===== src/hw/ptw_pkg.sv =====
////////////////////
// Sv39 page table walker shared types
// Address widths, PTE layout, walk states, levels, result kinds and cause codes
////////////////////

package ptw_pkg;

    // Sv39 address geometry
    localparam int unsigned vlen    = 39;
    localparam int unsigned plen    = 56;
    localparam int unsigned ppn_w   = 44;
    localparam int unsigned pscid_w = 20;

    // 64-bit Sv39 PTE, MSB first
    typedef struct packed {
        logic [9:0]       reserved;
        logic [ppn_w-1:0] ppn;
        logic [1:0]       rsw;
        logic             d;
        logic             a;
        logic             g;
        logic             u;
        logic             x;
        logic             w;
        logic             r;
        logic             v;
    } pte_t;

    // Miss handed over by the translation cache
    typedef struct packed {
        logic [vlen-1:0]    iova;
        logic [pscid_w-1:0] pscid;
        logic               is_store;
    } miss_req_t;

    // Walk levels, lvl1 maps 1G
    typedef enum logic [1:0] {
        lvl1,
        lvl2,
        lvl3
    } level_e;

    // Execute FSM states
    typedef enum logic [1:0] {
        idle,
        fetch,
        finish
    } walk_state_e;

    // How a walk ended
    typedef enum logic [1:0] {
        kind_update,
        kind_fault,
        kind_bus_err,
        kind_bare
    } kind_e;

    // Cause codes reported with error_o
    typedef enum logic [11:0] {
        load_page_fault    = 12'd13,
        store_page_fault   = 12'd15,
        pt_data_corruption = 12'd274
    } cause_e;

    // Decode verdict on the PTE currently on the bus
    typedef struct packed {
        logic leaf;
        logic fault;
        logic next_ok;
    } pte_verdict_t;

    // Translation cache update entry
    typedef struct packed {
        logic [26:0]        vpn;
        logic [pscid_w-1:0] pscid;
        pte_t               pte;
        logic               is_2m;
        logic               is_1g;
    } tlb_entry_t;

endpackage


===== src/hw/ptw_pte_decode.sv =====
////////////////////
// Sv39 PTE decoder
// Classifies a fetched PTE and flags page-fault rules
// for the current level and access type
////////////////////

`timescale 1ns/1ps

module ptw_pte_decode (
    input  ptw_pkg::level_e       level_i,
    input  logic                  is_store_i,
    input  ptw_pkg::pte_t         pte_i,
    output ptw_pkg::pte_verdict_t verdict_o
);

    logic is_leaf;
    logic bad_encoding;
    logic bad_reserved;
    logic bad_pointer;
    logic misaligned;
    logic bad_leaf;
    logic any_fault;

    // R or X marks a leaf, anything else points to the next table
    assign is_leaf = pte_i.r | pte_i.x;

    // Invalid entry or the reserved W-without-R encoding
    assign bad_encoding = !pte_i.v || (pte_i.w && !pte_i.r);

    // Upper ten bits must be zero, no extension implemented here
    assign bad_reserved = |pte_i.reserved;

    always_comb begin
        // D, A and U are reserved on pointers
        bad_pointer = pte_i.d || pte_i.a || pte_i.u;
        // No table below lvl3, a pointer there ends the walk
        if (level_i == ptw_pkg::lvl3) begin
            bad_pointer = 1'b1;
        end
    end

    always_comb begin
        // Superpage PPN must be aligned to its size
        case (level_i)
            ptw_pkg::lvl1: misaligned = |pte_i.ppn[17:0];
            ptw_pkg::lvl2: misaligned = |pte_i.ppn[8:0];
            default:       misaligned = 1'b0;
        endcase
    end

    always_comb begin
        // Access flag must already be set by software
        bad_leaf = !pte_i.a;
        // Execute-only leaves cannot serve a read or write
        if (!pte_i.r) begin
            bad_leaf = 1'b1;
        end
        if (misaligned) begin
            bad_leaf = 1'b1;
        end
        // Stores need the dirty bit
        if (is_store_i && !pte_i.d) begin
            bad_leaf = 1'b1;
        end
    end

    // Pointer and leaf rules only apply to a well-formed entry
    assign any_fault = bad_encoding
                    || bad_reserved
                    || (!is_leaf && bad_pointer)
                    || (is_leaf && bad_leaf);

    assign verdict_o.leaf    = is_leaf;
    assign verdict_o.fault   = any_fault;
    // Clean pointer above lvl3, safe to follow
    assign verdict_o.next_ok = !is_leaf && !any_fault;

endmodule


===== src/hw/ptw_walk_exec.sv =====
////////////////////
// Sv39 walk execute stage
// Walk FSM, level counter, PTE pointer generation
// and Wishbone classic read master
////////////////////

`timescale 1ns/1ps

module ptw_walk_exec (
    input  logic                        clk_i,
    input  logic                        rst_ni,
    input  logic                        en_i,
    input  logic [ptw_pkg::ppn_w-1:0]   root_ppn_i,
    input  logic                        miss_valid_i,
    input  ptw_pkg::miss_req_t          miss_i,
    output logic                        wb_cyc_o,
    output logic                        wb_stb_o,
    output logic [ptw_pkg::plen-1:0]    wb_adr_o,
    input  ptw_pkg::pte_t               wb_dat_i,
    input  logic                        wb_ack_i,
    input  logic                        wb_err_i,
    input  ptw_pkg::pte_verdict_t       verdict_i,
    output ptw_pkg::level_e             level_o,
    output logic                        is_store_o,
    output logic                        finish_o,
    output ptw_pkg::kind_e              kind_o,
    output ptw_pkg::level_e             final_level_o,
    output logic                        global_o,
    output ptw_pkg::miss_req_t          req_o,
    output logic                        busy_o
);

    ptw_pkg::walk_state_e            state_q, state_d;
    ptw_pkg::level_e                 level_q, level_d;
    logic                            cyc_q, cyc_d;
    logic                            global_q, global_d;
    ptw_pkg::miss_req_t              req_q;
    logic [ptw_pkg::plen-1:0]        pptr_q, pptr_d;
    logic                            accept;
    logic                            bus_done;
    logic                            walk_end;
    logic [8:0]                      vpn_next;

    // Only an idle walker takes a miss, busy misses are dropped
    assign accept   = (state_q == ptw_pkg::idle) && miss_valid_i;
    // Bus cycle closes on either ack or err
    assign bus_done = cyc_q && (wb_ack_i || wb_err_i);
    // Walk stops on err or on anything that is not a clean pointer
    assign walk_end = bus_done && (wb_err_i || !verdict_i.next_ok);

    // VPN field indexing the table one level down
    assign vpn_next = (level_q == ptw_pkg::lvl1) ? req_q.iova[29:21] : req_q.iova[20:12];

    always_comb begin
        // Bare result comes straight from the accept cycle
        if (state_q == ptw_pkg::idle) begin
            kind_o = ptw_pkg::kind_bare;
        end else if (wb_err_i) begin
            kind_o = ptw_pkg::kind_bus_err;
        end else if (verdict_i.leaf && !verdict_i.fault) begin
            kind_o = ptw_pkg::kind_update;
        end else begin
            kind_o = ptw_pkg::kind_fault;
        end
    end

    // Result stage samples on this edge, pulse shows one cycle later
    assign finish_o      = (accept && !en_i) || walk_end;
    assign final_level_o = level_q;
    assign global_o      = global_q;
    assign req_o         = req_q;

    assign level_o    = level_q;
    assign is_store_o = req_q.is_store;
    assign busy_o     = (state_q != ptw_pkg::idle);

    // Classic read, stb follows cyc and the address is held in pptr_q
    assign wb_cyc_o = cyc_q;
    assign wb_stb_o = cyc_q;
    assign wb_adr_o = pptr_q;

    always_comb begin
        state_d  = state_q;
        level_d  = level_q;
        cyc_d    = cyc_q;
        global_d = global_q;
        pptr_d   = pptr_q;

        case (state_q)
            ptw_pkg::idle: begin
                if (accept) begin
                    if (en_i) begin
                        // First read at root table, indexed by VPN[2]
                        pptr_d   = {root_ppn_i, miss_i.iova[38:30], 3'b000};
                        level_d  = ptw_pkg::lvl1;
                        global_d = 1'b0;
                        cyc_d    = 1'b1;
                        state_d  = ptw_pkg::fetch;
                    end else begin
                        // Translation off, report bare and skip memory
                        state_d = ptw_pkg::finish;
                    end
                end
            end

            ptw_pkg::fetch: begin
                if (!cyc_q) begin
                    // Idle gap after the previous ack is over
                    cyc_d = 1'b1;
                end else if (bus_done) begin
                    cyc_d    = 1'b0;
                    global_d = global_q | (wb_ack_i & wb_dat_i.g);
                    if (walk_end) begin
                        state_d = ptw_pkg::finish;
                    end else begin
                        // Descend one level through the pointer PTE
                        pptr_d  = {wb_dat_i.ppn, vpn_next, 3'b000};
                        level_d = (level_q == ptw_pkg::lvl1) ? ptw_pkg::lvl2 : ptw_pkg::lvl3;
                    end
                end
            end

            // Result pulse is on the outputs this cycle
            ptw_pkg::finish: begin
                state_d = ptw_pkg::idle;
            end

            default: begin
                state_d = ptw_pkg::idle;
                cyc_d   = 1'b0;
            end
        endcase
    end

    always_ff @(posedge clk_i or negedge rst_ni) begin
        if (!rst_ni) begin
            state_q  <= ptw_pkg::idle;
            level_q  <= ptw_pkg::lvl1;
            cyc_q    <= 1'b0;
            global_q <= 1'b0;
        end else begin
            state_q  <= state_d;
            level_q  <= level_d;
            cyc_q    <= cyc_d;
            global_q <= global_d;
        end
    end

    // Held miss and pointer
    always_ff @(posedge clk_i) begin
        if (accept) begin
            req_q <= miss_i;
        end
        pptr_q <= pptr_d;
    end

endmodule


===== src/hw/ptw_result.sv =====
////////////////////
// Sv39 walk result stage
// Registers the cache update entry, the error cause
// or the bare flag and pulses it for one cycle
////////////////////

`timescale 1ns/1ps

module ptw_result (
    input  logic                  clk_i,
    input  logic                  rst_ni,
    input  logic                  finish_i,
    input  ptw_pkg::kind_e        kind_i,
    input  ptw_pkg::level_e       final_level_i,
    input  logic                  global_i,
    input  ptw_pkg::miss_req_t    req_i,
    input  ptw_pkg::pte_t         pte_i,
    output logic                  update_o,
    output ptw_pkg::tlb_entry_t   update_entry_o,
    output logic                  error_o,
    output ptw_pkg::cause_e       cause_o,
    output logic                  bare_o
);

    ptw_pkg::tlb_entry_t entry_d, entry_q;
    ptw_pkg::cause_e     cause_d, cause_q;
    logic                update_q;
    logic                error_q;
    logic                bare_q;

    always_comb begin
        // Entry tag is VPN[2:0] of the IOVA plus the PSCID
        entry_d.vpn   = req_i.iova[38:12];
        entry_d.pscid = req_i.pscid;
        entry_d.pte   = pte_i;
        // Global from any pointer on the way down sticks to the leaf
        entry_d.pte.g = pte_i.g | global_i;
        entry_d.is_1g = (final_level_i == ptw_pkg::lvl1);
        entry_d.is_2m = (final_level_i == ptw_pkg::lvl2);
    end

    always_comb begin
        // Page faults follow the access type, bus errors do not
        if (kind_i == ptw_pkg::kind_bus_err) begin
            cause_d = ptw_pkg::pt_data_corruption;
        end else if (req_i.is_store) begin
            cause_d = ptw_pkg::store_page_fault;
        end else begin
            cause_d = ptw_pkg::load_page_fault;
        end
    end

    // One-cycle strobes, exactly one per finished walk
    always_ff @(posedge clk_i or negedge rst_ni) begin
        if (!rst_ni) begin
            update_q <= 1'b0;
            error_q  <= 1'b0;
            bare_q   <= 1'b0;
        end else begin
            update_q <= finish_i && (kind_i == ptw_pkg::kind_update);
            error_q  <= finish_i && ((kind_i == ptw_pkg::kind_fault)
                                  || (kind_i == ptw_pkg::kind_bus_err));
            bare_q   <= finish_i && (kind_i == ptw_pkg::kind_bare);
        end
    end

    // Leaf PTE taken from the bus on the same ack edge
    always_ff @(posedge clk_i) begin
        if (finish_i) begin
            entry_q <= entry_d;
            cause_q <= cause_d;
        end
    end

    assign update_o       = update_q;
    assign update_entry_o = entry_q;
    assign error_o        = error_q;
    assign cause_o        = cause_q;
    assign bare_o         = bare_q;

endmodule


===== src/hw/ptw_top.sv =====
////////////////////
// Sv39 page table walker top
// Joins PTE decode, walk execute and result stages
////////////////////

`timescale 1ns/1ps

module ptw_top (
    input  logic                        clk_i,
    input  logic                        rst_ni,
    input  logic                        en_i,
    input  logic [ptw_pkg::ppn_w-1:0]   root_ppn_i,
    input  logic                        miss_valid_i,
    input  ptw_pkg::miss_req_t          miss_i,
    output logic                        busy_o,
    output logic                        wb_cyc_o,
    output logic                        wb_stb_o,
    output logic [ptw_pkg::plen-1:0]    wb_adr_o,
    input  ptw_pkg::pte_t               wb_dat_i,
    input  logic                        wb_ack_i,
    input  logic                        wb_err_i,
    output logic                        update_o,
    output ptw_pkg::tlb_entry_t         update_entry_o,
    output logic                        error_o,
    output ptw_pkg::cause_e             cause_o,
    output logic                        bare_o
);

    ptw_pkg::pte_verdict_t verdict;
    ptw_pkg::level_e       level;
    logic                  is_store;
    logic                  finish;
    ptw_pkg::kind_e        kind;
    ptw_pkg::level_e       final_level;
    logic                  walk_global;
    ptw_pkg::miss_req_t    req;

    // Combinational check of the PTE on the bus
    ptw_pte_decode u_decode (
        .level_i    (level),
        .is_store_i (is_store),
        .pte_i      (wb_dat_i),
        .verdict_o  (verdict)
    );

    ptw_walk_exec u_exec (
        .clk_i         (clk_i),
        .rst_ni        (rst_ni),
        .en_i          (en_i),
        .root_ppn_i    (root_ppn_i),
        .miss_valid_i  (miss_valid_i),
        .miss_i        (miss_i),
        .wb_cyc_o      (wb_cyc_o),
        .wb_stb_o      (wb_stb_o),
        .wb_adr_o      (wb_adr_o),
        .wb_dat_i      (wb_dat_i),
        .wb_ack_i      (wb_ack_i),
        .wb_err_i      (wb_err_i),
        .verdict_i     (verdict),
        .level_o       (level),
        .is_store_o    (is_store),
        .finish_o      (finish),
        .kind_o        (kind),
        .final_level_o (final_level),
        .global_o      (walk_global),
        .req_o         (req),
        .busy_o        (busy_o)
    );

    // Leaf PTE comes straight off the bus
    ptw_result u_result (
        .clk_i          (clk_i),
        .rst_ni         (rst_ni),
        .finish_i       (finish),
        .kind_i         (kind),
        .final_level_i  (final_level),
        .global_i       (walk_global),
        .req_i          (req),
        .pte_i          (wb_dat_i),
        .update_o       (update_o),
        .update_entry_o (update_entry_o),
        .error_o        (error_o),
        .cause_o        (cause_o),
        .bare_o         (bare_o)
    );

endmodule


===== config.mk =====
export PLATFORM = sky130hd
export DESIGN_NAME = ptw_top
export DESIGN_NICKNAME = d
export VERILOG_FILES = /design/src/hw/ptw_pkg.sv /design/src/hw/ptw_pte_decode.sv /design/src/hw/ptw_walk_exec.sv /design/src/hw/ptw_result.sv /design/src/hw/ptw_top.sv
export SDC_FILE = /design/constraint.sdc
export NUM_CORES = 1
export LEC_CHECK = 0
export BUFFER_PORTS_ARGS = -buffer_cell sky130_fd_sc_hd__buf_2
export CAP_MARGIN = 20
export CORE_AREA = 4 4 139 141
export DETAILED_ROUTE_END_ITERATION = 7
export DIE_AREA = 0 0 143 145
export PLACE_DENSITY = 0.72
export REMOVE_ABC_BUFFERS = 1
export SLEW_MARGIN = 20
export SYNTH_ARGS = -nofsm -noshare
export SYNTH_HDL_FRONTEND = slang
export SYNTH_SLANG_ARGS = --single-unit

===== constraint.sdc =====
create_clock -name clk_i -period 6.45 [get_ports clk_i]
set_input_delay 1.29 -clock clk_i [delete_from_list [all_inputs] [get_ports clk_i]]
set_output_delay 1.29 -clock clk_i [all_outputs]
set_load 0.02 [all_outputs]

== Yosys cells after proc, flatten, opt, wreduce, memory -nomap -nowiden ==
Index checks and enable logic that the tools add are counted.
Storage, ports and cells
  output and inout port bits: 187
  bits in registers: 250
  input bits: 174
  logic and storage cells: 127
Operators by class
  equality and inequality tests: 13
  bitwise operators: 5
  muxes and demuxes: 39
  reductions and logical operators: 43
Operator list (number)
  two-way mux 56 bit: 5
  one-hot mux 56 bit (2 select lines): 1
  two-way mux 2 bit: 14
  OR reduction 18 bit: 1
  logical AND 1 bit: 13
  two-way mux 1 bit: 13
  logical OR 1 bit: 10
  OR reduction 10 bit: 1
  two-way mux 9 bit: 1
  OR reduction 9 bit: 1
  equality test 2 bit, second input constant: 4
  zero test 1 bit: 8
  inequality test 2 x 1 -> 1 bit, second input constant: 4
  one-hot mux 2 bit (2 select lines): 2
  equality test 2 x 1 -> 1 bit, second input constant: 3
  zero test 2 bit: 3
  AND reduction 6 bit: 1
  AND reduction 5 bit: 1
  inequality test 2 bit, second input constant: 2
  one-hot mux 1 bit (2 select lines): 2
  AND reduction 4 bit: 1
  nonzero test 2 bit: 2
  bitwise OR 1 bit: 3
  one-hot mux 1 bit (3 select lines): 1
  3 further kinds: 3

== Depth between registers and ports, before layout ==
  depth after elaboration: 15
  depth in mapped cells: 7
  mapped depth without buffers: 7

== By module ==
A second synthesis with hierarchy kept.
Second synthesis, totals
  cells, all modules: 413
  area, all modules: 8664.6 µm²
By module, submodules not included
  ptw_walk_exec: instances 1, area an instance 4783.3 µm², cells an instance 244
  ptw_result: instances 1, area an instance 3719.8 µm², cells an instance 142
  ptw_pte_decode: instances 1, area an instance 161.4 µm², cells an instance 27

== Worst setup path before layout ==
OpenSTA, ideal clock, no wires.
  path kind: input port to flip-flop
  start point: input miss_valid_i
  end point: register u_result.cause_q[1], in the netlist u_result.cause_o[1], enable pin
  stages: 3
  path slack: 661 ps
  arrival time: 5309 ps
  data required time: 5970 ps
  cell sequence: and2_1 nand2b_1 nand2_1
Between the ends
  longest elaborated chain between the ends: 3
RTL lines
  start, declared: RTL line ptw_top.sv:13  | input logic miss_valid_i,
  logical AND 1 bit: RTL line ptw_walk_exec.sv:45  | assign accept = (state_q == ptw_pkg::idle) && miss_valid_i;
  logical AND 1 bit: RTL line ptw_walk_exec.sv:68  | assign finish_o = (accept && !en_i) || walk_end;
  logical OR 1 bit: RTL line ptw_walk_exec.sv:68
  net finish: RTL line ptw_top.sv:32  | logic finish;
  end signal, assigned: RTL line ptw_result.sv:71  | cause_q <= cause_d;
  end, declared: RTL line ptw_result.sv:26  | ptw_pkg::cause_e cause_d, cause_q;
The timed path passes the listed nets, and every way through them passes these cells.
A chain may end at the register's enable or synchronous reset.

== Worst setup path after layout ==
  start point: input miss_valid_i
  end point: register u_result.entry_q, in the netlist u_result.update_entry_o[21], enable pin
Between the ends
  longest elaborated chain between the ends: 3
RTL lines
  logical AND 1 bit: RTL line ptw_walk_exec.sv:45
  net u_exec.accept: RTL line ptw_walk_exec.sv:39  | logic accept;
  logical AND 1 bit: RTL line ptw_walk_exec.sv:68
  logical OR 1 bit: RTL line ptw_walk_exec.sv:68
  net finish: RTL line ptw_top.sv:32
  end signal, assigned: RTL line ptw_result.sv:70  | entry_q <= entry_d;
  end, declared: RTL line ptw_result.sv:25  | ptw_pkg::tlb_entry_t entry_d, entry_q;
The timed path passes the listed nets, and every way through them passes these cells.

==> impl_metrics.toml <==
[global_routing]
grt_start_max_net_pins = 69
grt_antenna_before_repair = 1
grt.total_usage_pct = 17.4
grt_pass1_vias = 4944
grt_first_pass_wirelength_um = 28200
grt-ovfl-total = 0

[setup_path]
critPathMaxFanout = 68
r2r_start = "u_exec.state_q[1]"
path_common_cell = "buf_4"
worst-path-buf-inv = 3
r2r_end = "u_result.update_entry_o[21]"
rrSetupSlack_ns = 2.94
crit_chain = "buf_2, and2_2, buf_4, nand2b_1, nand2_4, buf_4"
crit_path_end_kind = "flop"
max_stage_delay_ns = 0.71
arrival_ns = 3.82
cp-start-kind = "input port"
crit_family = "buffers and inverters"
slowest_stage = "nand2_4"
reg2reg_depth = 6
path_class = "input port to flop"
cp_data_required_time_ns = 6.57

[route]
vias = 4757
drtIter0Drc = 221
vias_per_cell = 4.84
detail-route-antenna-nets = 0
drc = 0
wirelength_um = 18800
avgRoutedWirePerCell_um = 19.2
drt-pass1-iter-count = 4

[clock_tree]
h-tree-depth = 1
clk_path_buf_depth = 3
cts_buffers = 24
clk_latency_ns = 0.50
cts_tree = "done"
clock_sinks = 226
clk_pin_slew_ns = 0.06
cts_resized = 0
cts_hold_buf = 0
cts_setup_buffers = 0
root_buffer = "clkbuf_16"

[cells_and_area]
utilization_pct = 59.1
fin_area_um2 = 10600
layout_common_cells = "339 x buf_2, 217 x edfxtp_1, 45 x mux2_2"
final_common_cell = "buf_2"
multiInputGateArea_um2 = 1040
final_nets = 909
drive_above_1_share_pct = 57.2
seq_area_um2 = 6740
n_fill_cell = 1379
final_cells = 982
synthToLayoutAreaGrowth_pct = 34.4

[job]
max_cap_viol_count = 0

[floorplanning]
core_um2 = 18000
die_area_um2 = 20700
rows = 49
start_util_pct = 43.9
die_w_um = 143
dieHeight_um = 145
io_pins = 361

[timing]
fmax_mhz = 270
setup_violations = 0
relSlewSlack_pct = 38.9
rsz0062_at_grt = "false"
period_minus_slack_ns = 3.70
drv_slew = 0
tightest_slew_ns = 0.916
finClkSkew_ns = 0.0143
finalSetupTns_ns = 0
fin_crit_sh_pct = 57.3
hold_viol = 0

[hold_path]
hold_class = "flop to flop"
hold_end = "u_result.update_entry_o[73]"
holdPathStages = 0
hp-start = "u_exec.req_o[8]"

[logic_synthesis]
ys_seq_area_share_pct = 85.4
postSynthCellCount = 378
ys_seq_elements = 226
synth-warning-count = 0
async_reset_ff_share_pct = 3.98
syn_avg_cell_area_um2 = 20.9
synth-main-ff-cell = "edfxtp_1"
syn-cell-area_um2 = 7890
synth-edff-count = 217
yosysUniqueCellTypes = 33

[outcome]
status = "completed"

[placed_design]
dpl.hpwl_um = 13700
numPortBuffers = 339
placed_area_um2 = 9820
post-place-cells = 937
gp_congestion = 0.826

[pwr]
peakVddDrop_v = 0.000300
leakagePower_uw = 0.00440
power.density_nw_per_um2 = 448
[layer usage]
metal / global-route usage [%] / wire length [µm]
met4: 5.42 / 482
met3: 4.71 / 1850
met1: 20.6 / 6790
met5: 0 / 0
met2: 30.9 / 9720
[layout make-up]
class / count / area share [%]
Tap cell: 229 / 2.70
Inverter: 6 / 0.212
Multi-Input combinational cell: 133 / 9.85
Antenna cell: 1 / 0.0236
Timing Repair Buffer: 343 / 16.3
Clock inverter: 9 / 0.944
Clock buffer: 35 / 6.44
Sequential cell: 226 / 63.6
[cell families (layout without fill, tap and decap cells)]
| kind of cell | Yosys count | after routing | synth area share (%) |
|---|---|---|---|
| adders and majority gates | 1 | 1 | 0.159 |
| other | 1 | 10 | 0.0475 |
| and+or+nand+nor | 42 | 42 | 2.62 |
| DFF | 226 | 226 | 85.4 |
| buffers and inverters | 27 | 393 | 2.00 |
| muxes | 55 | 55 | 7.69 |
| AOI/OAI and AO/OA | 26 | 26 | 2.08 |
[how the worst max path moves through the flow]
stage / to / from / cells past startpoint / slack [ns]
6_report: u_result.update_entry_o[21] / miss_valid_i / 6 / 2.75
5_1_grt: u_result.update_entry_o[21] / miss_valid_i / 6 / 2.52
4_1_cts: u_result.update_entry_o[21] / miss_valid_i / 6 / 2.70
3_5_place_dp: u_result.update_entry_o[40] / miss_valid_i / 6 / 2.18
3_3_place_gp: u_result.cause_o[1] / miss_valid_i / 6 / 2.32
2_1_floorplan: u_result.cause_o[1] / miss_valid_i / 3 / 0.66
[cells in the mapped netlist, drive strengths merged (2+ instances only)]
cell type / instances / area (µm²)
nor2: 17 / 63.8
nor2b: 2 / 12.5
edfxtp: 217 / 6520
dfrtp: 9 / 225
nor4: 4 / 25.0
nand2: 6 / 22.5
a21boi: 2 / 15.0
mux2: 45 / 507
o2111ai: 2 / 17.5
nand3: 3 / 15.0
o21ai: 3 / 15.0
nor3: 3 / 15.0
a21oi: 12 / 60.1
buf: 21 / 135
mux2i: 10 / 100
inv: 6 / 22.5
nand2b: 3 / 18.8
[per-stage QoR]
stage / setup slack, ns / power [µW] / hold WS [ns]
floorplan: 0.661 / 3010 / 0.400
global placement: 2.32 / 3430 / 0.400
detailed placement: 2.18 / 3460 / 0.405
CTS: 2.70 / 4810 / 0.415
global route: 2.52 / 4980 / 0.414
finish: 2.75 / 4760 / 0.413
[state kept, by name, summed over array words and instances (netlist names)]
signal                   cells
u_exec.is_store_o            1
u_result.error_o             1
u_exec.req_o                47
u_exec.wb_cyc_o              1
u_exec.wb_adr_o             53
u_result.cause_o             3
u_result.update_entry_o    113
u_exec.final_level_o         2
u_exec.state_q               2
u_exec.global_o              1
u_result.bare_o              1
u_result.update_o            1
[power by group]
group	switching (µW)	total, µW	internal, µW
combinational	840	1200	360
sequential	98.2	2210	2110
clock	528	1340	816
total	1470	4760	3290
No activity file was read; power rests on OpenSTA's default activity.
